`config.mk`:
```
export PLATFORM = sky130hd
export DESIGN_NAME = cheat_top
export DESIGN_NICKNAME = d
export VERILOG_FILES = /design/src/hdl/cheat_pkg.sv /design/src/hdl/cheat_regs.sv /design/src/hdl/vblank_watchdog.sv /design/src/hdl/sdram_arbiter.sv /design/src/hdl/cheat_top.sv
export VERILOG_INCLUDE_DIRS = /design/src /design/src/hdl
export SDC_FILE = /design/constraint.sdc
export NUM_CORES = 1
export LEC_CHECK = 0
export ABC_AREA = 1
export BUFFER_PORTS_ARGS = -buffer_cell sky130_fd_sc_hd__buf_2
export CORE_MARGIN = 3
export CORE_UTILIZATION = 48
export CTS_CLUSTER_DIAMETER = 50
export DETAILED_ROUTE_END_ITERATION = 7
export GPL_TIMING_DRIVEN = 1
export MAX_ROUTING_LAYER = met4
export PLACE_DENSITY_LB_ADDON = 0.05
export SLEW_MARGIN = 10
export SYNTH_ARGS = -nofsm -noshare
export SYNTH_HDL_FRONTEND = slang
export SYNTH_SLANG_ARGS = --single-unit
```
`constraint.sdc`:
```
create_clock -name clk -period 2.8 [get_ports clk]
set_input_delay 0.14 -clock clk [delete_from_list [all_inputs] [get_ports clk]]
set_output_delay 0.14 -clock clk [all_outputs]
set_load 0.01 [all_outputs]
```
`src/hdl/cheat_params.svh`:
```
/*
  Widths, APB register map and watchdog limit of the cheat engine.
  Register addresses are full 8-bit matches.
  The host address registers hold 24 bits. Only the low CHEAT_AW bits
  reach the SDRAM bank.
*/
`ifndef CHEAT_PARAMS_SVH
`define CHEAT_PARAMS_SVH

`define CHEAT_AW          22
`define CHEAT_DW          16
`define CHEAT_WDOG_FRAMES 8

`define REG_ADDR0  8'h00
`define REG_ADDR1  8'h01
`define REG_ADDR2  8'h02
`define REG_WDATA0 8'h03
`define REG_WDATA1 8'h04
`define REG_MASK   8'h05
`define REG_RDATA0 8'h06
`define REG_RDATA1 8'h07
`define REG_LED    8'h08
`define REG_FLAGS0 8'h10
`define REG_FLAGS1 8'h11
`define REG_FLAGS2 8'h12
`define REG_FLAGS3 8'h13
`define REG_KICK   8'h40
`define REG_RD_GO  8'h80
`define REG_WR_GO  8'hC0

`endif

```
`src/hdl/cheat_pkg.sv`:
```
/*
  Shared types of the cheat engine.
  Bank request and response structs are used for the game port, the
  host port and the SDRAM bank port alike.
*/
`default_nettype none

`include "cheat_params.svh"

package cheat_pkg;

    typedef logic [`CHEAT_AW-1:0] sdram_addr_t;
    typedef logic [`CHEAT_DW-1:0] sdram_data_t;
    typedef logic [1:0]           sdram_mask_t;
    typedef logic [7:0]           port_data_t;
    typedef logic [7:0]           port_addr_t;

    // Held by the requester until ack
    typedef struct packed {
        sdram_addr_t addr;
        logic        rd;
        logic        wr;
        sdram_data_t din;
        sdram_mask_t din_m;
    } bank_req_t;

    // Single-cycle pulses from the bank
    typedef struct packed {
        logic ack;
        logic dst;
        logic rdy;
    } bank_rsp_t;

    typedef enum logic [1:0] {
        ARB_IDLE,
        ARB_GAME,
        ARB_HOST
    } arb_state_t;

endpackage

`default_nettype wire

```
`src/hdl/cheat_regs.sv`:
```
/*
  APB register file of the cheat engine.
  APB has no wait states and no error response; prdata is a plain mux.
  A start command written while the previous host transaction is busy
  is ignored. A watchdog trip drops the pending request, the busy flag
  and the LED. Read data is captured on dst of the host transaction.
*/
`timescale 1ns/1ps
`default_nettype none

`include "cheat_params.svh"

module cheat_regs
    import cheat_pkg::*;
(
    input  wire logic        clk,
    input  wire logic        prst,
    input  wire port_addr_t  paddr,
    input  wire logic        psel,
    input  wire logic        penable,
    input  wire logic        pwrite,
    input  wire port_data_t  pwdata,
    output port_data_t       prdata,
    input  wire logic [31:0] flags,
    input  wire logic        lvbl,
    input  wire logic        wdog_trip,
    input  wire bank_rsp_t   host_rsp,
    input  wire sdram_data_t data_read,
    output bank_req_t        host_req,
    output logic             led,
    output logic             kick
);

    port_data_t  addr_r [3];
    port_data_t  wdata_r [2];
    sdram_mask_t mask_r;
    sdram_data_t rdata_r;

    logic wr_en;
    logic go;
    logic pending;
    logic busy;
    logic is_wr;

    // APB write lands at the access phase edge
    assign wr_en = psel && penable && pwrite;
    assign kick  = wr_en && (paddr == `REG_KICK);
    assign go    = wr_en && !busy && (paddr == `REG_RD_GO || paddr == `REG_WR_GO);

    always_ff @(posedge clk) begin
        if (wr_en) begin
            case (paddr)
                `REG_ADDR0:  addr_r[0]  <= pwdata;
                `REG_ADDR1:  addr_r[1]  <= pwdata;
                `REG_ADDR2:  addr_r[2]  <= pwdata;
                `REG_WDATA0: wdata_r[0] <= pwdata;
                `REG_WDATA1: wdata_r[1] <= pwdata;
                `REG_MASK:   mask_r     <= pwdata[1:0];
                default: ;
            endcase
        end
        if (host_rsp.dst) begin
            rdata_r <= data_read;
        end
    end

    always_ff @(posedge clk) begin
        if (prst) begin
            led     <= 1'b0;
            pending <= 1'b0;
            busy    <= 1'b0;
            is_wr   <= 1'b0;
        end else begin
            if (wr_en && paddr == `REG_LED) begin
                led <= pwdata[0];
            end
            if (host_rsp.ack) begin
                pending <= 1'b0;
            end
            if (host_rsp.rdy) begin
                busy <= 1'b0;
            end
            if (go) begin
                pending <= 1'b1;
                busy    <= 1'b1;
                is_wr   <= (paddr == `REG_WR_GO);
            end
            // Host went silent, drop what it left behind
            if (wdog_trip) begin
                led     <= 1'b0;
                pending <= 1'b0;
                busy    <= 1'b0;
            end
        end
    end

    always_comb begin
        host_req.addr  = sdram_addr_t'({addr_r[2], addr_r[1], addr_r[0]});
        host_req.rd    = pending && !is_wr;
        host_req.wr    = pending && is_wr;
        host_req.din   = {wdata_r[1], wdata_r[0]};
        host_req.din_m = mask_r;
    end

    // Read mux, valid whenever paddr is stable
    always_comb begin
        case (paddr)
            `REG_ADDR0:  prdata = addr_r[0];
            `REG_ADDR1:  prdata = addr_r[1];
            `REG_ADDR2:  prdata = addr_r[2];
            `REG_WDATA0: prdata = wdata_r[0];
            `REG_WDATA1: prdata = wdata_r[1];
            `REG_MASK:   prdata = {6'd0, mask_r};
            `REG_RDATA0: prdata = rdata_r[7:0];
            `REG_RDATA1: prdata = rdata_r[15:8];
            `REG_LED:    prdata = {7'd0, led};
            `REG_FLAGS0: prdata = flags[7:0];
            `REG_FLAGS1: prdata = flags[15:8];
            `REG_FLAGS2: prdata = flags[23:16];
            `REG_FLAGS3: prdata = flags[31:24];
            `REG_RD_GO:  prdata = {pending, busy, lvbl, 5'd0};
            default:     prdata = 8'd0;
        endcase
    end

endmodule

`default_nettype wire

```
`src/hdl/vblank_watchdog.sv`:
```
/*
  Vertical blank watchdog.
  lvbl_in is registered once; it must already be in the clk domain.
  wdog_trip pulses on the blank start that completes CHEAT_WDOG_FRAMES
  frames without a kick. A kick in the same cycle wins.
*/
`timescale 1ns/1ps
`default_nettype none

`include "cheat_params.svh"

module vblank_watchdog (
    input  wire logic clk,
    input  wire logic prst,
    input  wire logic lvbl_in,
    input  wire logic kick,
    output logic      lvbl,
    output logic      wdog_trip
);

    localparam int FW = $clog2(`CHEAT_WDOG_FRAMES + 1);

    logic          lvbl_last;
    logic          vbl_start;
    logic [FW-1:0] frames;

    always_ff @(posedge clk) begin
        if (prst) begin
            lvbl      <= 1'b1;
            lvbl_last <= 1'b1;
            vbl_start <= 1'b0;
            frames    <= '0;
        end else begin
            lvbl      <= lvbl_in;
            lvbl_last <= lvbl;
            // Falling edge of LVBL means blanking has begun
            vbl_start <= lvbl_last && !lvbl;
            if (kick || wdog_trip) begin
                frames <= '0;
            end else if (vbl_start) begin
                frames <= frames + 1'b1;
            end
        end
    end

    assign wdog_trip = vbl_start && !kick &&
                       (frames == FW'(`CHEAT_WDOG_FRAMES - 1));

endmodule

`default_nettype wire

```
`src/hdl/sdram_arbiter.sv`:
```
/*
  Bank arbiter between the game and the host.
  The game wins when both request in the same idle cycle.
  One transaction per grant; the owner is released after bank rdy.
  If the owner withdraws its request before ack, the grant is released
  too, so a dropped host request cannot lock the bank.
*/
`timescale 1ns/1ps
`default_nettype none

module sdram_arbiter
    import cheat_pkg::*;
(
    input  wire logic      clk,
    input  wire logic      prst,
    input  wire bank_req_t game_req,
    input  wire bank_req_t host_req,
    input  wire bank_rsp_t bank_rsp,
    output bank_req_t      bank_req,
    output bank_rsp_t      game_rsp,
    output bank_rsp_t      host_rsp
);

    arb_state_t state;
    logic       acked;
    logic       owner_req;

    always_ff @(posedge clk) begin
        if (prst) begin
            state <= ARB_IDLE;
            acked <= 1'b0;
        end else begin
            case (state)
                ARB_IDLE: begin
                    acked <= 1'b0;
                    if (game_req.rd || game_req.wr) begin
                        state <= ARB_GAME;
                    end else if (host_req.rd || host_req.wr) begin
                        state <= ARB_HOST;
                    end
                end
                default: begin
                    if (bank_rsp.ack) begin
                        acked <= 1'b1;
                    end
                    if (bank_rsp.rdy) begin
                        state <= ARB_IDLE;
                    end else if (!acked && !bank_rsp.ack && !owner_req) begin
                        // Request withdrawn before the bank took it
                        state <= ARB_IDLE;
                    end
                end
            endcase
        end
    end

    // Owner's request goes to the bank, nobody's while idle
    always_comb begin
        bank_req = (state == ARB_HOST) ? host_req : game_req;
        if (state == ARB_IDLE) begin
            bank_req.rd = 1'b0;
            bank_req.wr = 1'b0;
        end
        owner_req = bank_req.rd || bank_req.wr;
    end

    // Responses reach the owner only
    always_comb begin
        game_rsp = (state == ARB_GAME) ? bank_rsp : '0;
        host_rsp = (state == ARB_HOST) ? bank_rsp : '0;
    end

endmodule

`default_nettype wire

```
`src/hdl/cheat_top.sv`:
```
/*
  Cheat engine top level.
  One APB slave for the host, a game port and the SDRAM bank port.
  The game has priority on the bank. Latency of any bank access depends
  on the bank and on game traffic; a waiting requester keeps its request
  held. data_read goes straight to the game, which owns its filtering.
*/
`timescale 1ns/1ps
`default_nettype none

module cheat_top
    import cheat_pkg::*;
(
    input  wire logic        clk,
    input  wire logic        prst,
    input  wire port_addr_t  paddr,
    input  wire logic        psel,
    input  wire logic        penable,
    input  wire logic        pwrite,
    input  wire port_data_t  pwdata,
    output port_data_t       prdata,
    input  wire logic        lvbl,
    input  wire logic [31:0] flags,
    output logic             led,
    input  wire bank_req_t   game_req,
    output bank_rsp_t        game_rsp,
    output bank_req_t        bank_req,
    input  wire bank_rsp_t   bank_rsp,
    input  wire sdram_data_t data_read
);

    bank_req_t host_req;
    bank_rsp_t host_rsp;
    logic      lvbl_sync;
    logic      kick;
    logic      wdog_trip;

    cheat_regs u_regs (
        .clk       (clk),
        .prst      (prst),
        .paddr     (paddr),
        .psel      (psel),
        .penable   (penable),
        .pwrite    (pwrite),
        .pwdata    (pwdata),
        .prdata    (prdata),
        .flags     (flags),
        .lvbl      (lvbl_sync),
        .wdog_trip (wdog_trip),
        .host_rsp  (host_rsp),
        .data_read (data_read),
        .host_req  (host_req),
        .led       (led),
        .kick      (kick)
    );

    vblank_watchdog u_wdog (
        .clk       (clk),
        .prst      (prst),
        .lvbl_in   (lvbl),
        .kick      (kick),
        .lvbl      (lvbl_sync),
        .wdog_trip (wdog_trip)
    );

    sdram_arbiter u_arb (
        .clk      (clk),
        .prst     (prst),
        .game_req (game_req),
        .host_req (host_req),
        .bank_rsp (bank_rsp),
        .bank_req (bank_req),
        .game_rsp (game_rsp),
        .host_rsp (host_rsp)
    );

endmodule

`default_nettype wire

```
==> impl_metrics.toml <==
[outcome]
status = "finished, final reports clean"

[pwr]
max-vdd-ir-drop_mv = 0.3185
finalPower_mw = 2.241
powerDensity_nw_per_um2 = 433.0
p_sw_share_pct = 24.25
power_switching_uw = 543.3
clock_power_share_pct = 36.7
leakagePower_nw = 2.492
internal-power_mw = 1.697
combinationalPowerShare_pct = 11.4
p_seq_share_pct = 51.9

[routing]
first_iter_violations = 264
postRouteAntennaNets = 0
finalWirelength_um = 11160
drt_pre_antenna_iters = 7
vias = 3877
drt-vias-per-instance = 5.035
routedWlPerCell_um = 14.49
drc = 0

[clock_network]
cts_buffers = 9
cts-root-buf = "clkbuf_8"
htreeDepth = 3
cts.clk_slew.worst_paths_ns = 0.08
cts_buffer_depth = 2
cts_sinks = 72
cts_tree = "yes"
cts_resized = 0
clock_latency_ns = 0.35

[final_layout]
instances_no_fill = 770
nets = 779
drive_above_1_share_pct = 32.19
area_growth_pct = 34.20
final_area_sq_um = 5175
n_antenna_cell = 0

[floorplan]
num_io_pins = 169
die_x_um = 95.63
die-area_sq_um = 9145
core_sq_um = 7767
initial_core_util_pct = 49.65
die_h_um = 95.63
core.rowCount = 32

[critical_path]
worst_r2r_endpoint = "u_regs.rdata_r[1]"
crit_required_ns = 2.66
cp_slowest_cell = "inv_2"
cp_max_fo = 57
worst_r2r_path_depth = 5
slowest_delay_ns = 0.58
r2r_start = "u_arb.state[1]"
path_cells = "nor2_4 > inv_2 > buf_4 > nand2_1 > nand2_1 > buf_2"
crit_type = "reg -> out"
cp-start-kind = "flop"
cp.arrival_ns = 2.08
rrSetupSlack_ns = 0.86
crit_top_cell = "nand2_1"
cp-end-kind = "output port"

[grt]
grt_usage_pct = 25.11
grt_pass1_vias = 3603
antenna_found_initial = 0
gr-total-overflow = 0
grt_first_pass_wirelength_um = 16780
grt_max_degree = 58

[timing]
holdWs_ns = 0.02153
fin_crit_sh_pct = 79.14
max_freq_ghz = 0.4513
tightest_slew_ns = 0.7797
relSlewSlack_pct = 47.83
clock_skew_ns = 0.007510
rsz0062_at_grt = "false"
setup_violations = 0
timing.final.hold_violations = 0
setup-tns-final_ns = 0
final.min_clock_period_ns = 2.216
slew_viol_final = 0

[synth]
avgSynthCellArea_sq_um = 8.170
synthCells = 472
netlist_area_sq_um = 3856
synth_cell_types = 29
synth_nets = 588
yosys_register_bits = 72
ys_seq_area_share_pct = 52.43
yosysWarnings = 0

[run]
maxCapViolCount = 0

[place]
placed_cells = 737
gp_congestion = 0.8264
dp_hpwl_um = 8528
io_buffers = 168
postPlaceCellArea_sq_um = 4808

[hold_path]
hold_class = "in -> reg"
whs_path_depth = 1
min_to = "u_regs.addr_r[0][6]"
min-delay-start = "pwdata[6]"
layout make-up:
| type | count | area [sq um] |
|---|---|---|
| Timing Repair Buffer | 190 | 1049 |
| Multi-Input combinational cell | 341 | 1597 |
| Fill cell | 696 | 2592 |
| Sequential cell | 72 | 2022 |
| Inverter | 49 | 183.9 |
| Tap cell | 102 | 127.6 |
| Clock buffer | 10 | 127.6 |
| Clock inverter | 6 | 68.82 |
stage by stage:
stage          util (%)  setup WS (ns)
3_3_place_gp      61.90         0.9407
5_1_grt           66.62         0.3573
3_5_place_dp      61.90         0.8455
4_1_cts           66.62         0.5377
2_1_floorplan         -         0.7771
6_report          66.62         0.5841
worst max-delay path: cells and delay by family (launching register included):
family,cells,cell delay [ns]
buf+inv,3,1.00
flops,1,0.46
simple gates,3,0.28
state kept, by name, indices dropped and copies added (netlist names):
register	count
u_regs.addr_r	24
u_regs.rdata_r	16
u_regs.wdata_r	16
u_wdog.frames	4
u_arb.state	2
u_regs.mask_r	2
u_arb.acked	1
u_regs.busy	1
u_regs.is_wr	1
u_regs.led	1
u_regs.pending	1
u_wdog.lvbl	1
u_wdog.lvbl_last	1
u_wdog.vbl_start	1
worst max-delay path by stage:
stage	from	endpoint	slack (ns)	cells after the start
2_1_floorplan	u_arb.state[0]	u_regs.rdata_r[0]	0.78	5
3_3_place_gp	u_arb.state[1]	u_regs.rdata_r[9]	0.94	5
3_5_place_dp	u_arb.state[0]	u_regs.rdata_r[11]	0.85	4
4_1_cts	u_arb.state[0]	bank_req[16]	0.54	6
5_1_grt	u_arb.state[0]	bank_req[20]	0.36	6
6_report	u_arb.state[0]	bank_req[1]	0.58	6
cell usage after synthesis (all sizes together):
cell type  instances  area share, %
nand2            163             16
nor2              59            7.6
edfxtp            58             45
inv               49            4.8
nand3             46            6.0
o21ai             32            4.3
dfxtp             14            7.3
a21oi             10            1.3
o22ai             10            1.6
nor3               7            1.3
buf                5           0.91
clkbuf             5           0.49
nand4              5           0.81
nand3b             4            1.1
ha                 1           0.32
mux2i              1           0.26
o21bai             1           0.19
or2                1           0.16
xor2               1           0.23
layout by cell type, fill, tap and decap left out, drive strengths merged:
| cell type | count |
|---|---|
| buf | 173 |
| dfxtp | 14 |
| a21oi | 10 |
| clkbuf | 10 |
| nand4 | 5 |
| nand2 | 163 |
| nor3 | 7 |
| o22ai | 10 |
| clkinvlp | 4 |
| xor2 | 1 |
| o21ai | 32 |
| nand3 | 46 |
| edfxtp | 58 |
| inv | 50 |
| o21bai | 1 |
| mux2i | 1 |
| ha | 1 |
| nor2 | 59 |
| or2 | 1 |
| bufinv | 1 |
| nand3b | 4 |
| dlygate4sd3 | 17 |
layer usage:
metal | global-route usage [%] | part of all wire, % | vias to the layer above
met1 | 30.87 | 40 | 1756
met4 | 10.78 | 2.6 | 0
met2 | 41.05 | 50 | 159
li1 | - | - | 1940
met3 | 3.946 | 7.9 | 22
met5 | - | 0 | -
cells by family (layout without fill, tap and decap cells):
| kind of cell | Yosys count | in the layout | synth area share [%] |
|---|---|---|---|
| AOI/OAI and AO/OA | 53 | 53 | 7.366 |
| xor gates and xnor gates | 1 | 1 | 0.2272 |
| adders and majority gates | 1 | 1 | 0.3244 |
| buffers and inverters | 59 | 255 | 6.165 |
| DFF | 72 | 72 | 52.43 |
| muxes | 1 | 1 | 0.2596 |
| and+or+nand+nor | 285 | 285 | 33.23 |
what timing repair did:
| action | in CTS | in global routing |
|---|---|---|
| endpoints found under the hold margin | 17 | 0 |
| setup buffers | 0 | 0 |
| hold buffers | 17 | 0 |
power by group through the flow:
stage | logic (mW) | registers [mW] | clock network (mW)
final | 0.256 | 1.16 | 0.823
after global placement | 0.232 | 1.19 | 0
after global routing | 0.284 | 1.16 | 0.886
after detailed placement | 0.237 | 1.19 | 0
after CTS | 0.257 | 1.16 | 0.829
after floorplan | 0.0964 | 1.19 | 0
No activity file was read; power rests on OpenSTA's default activity.
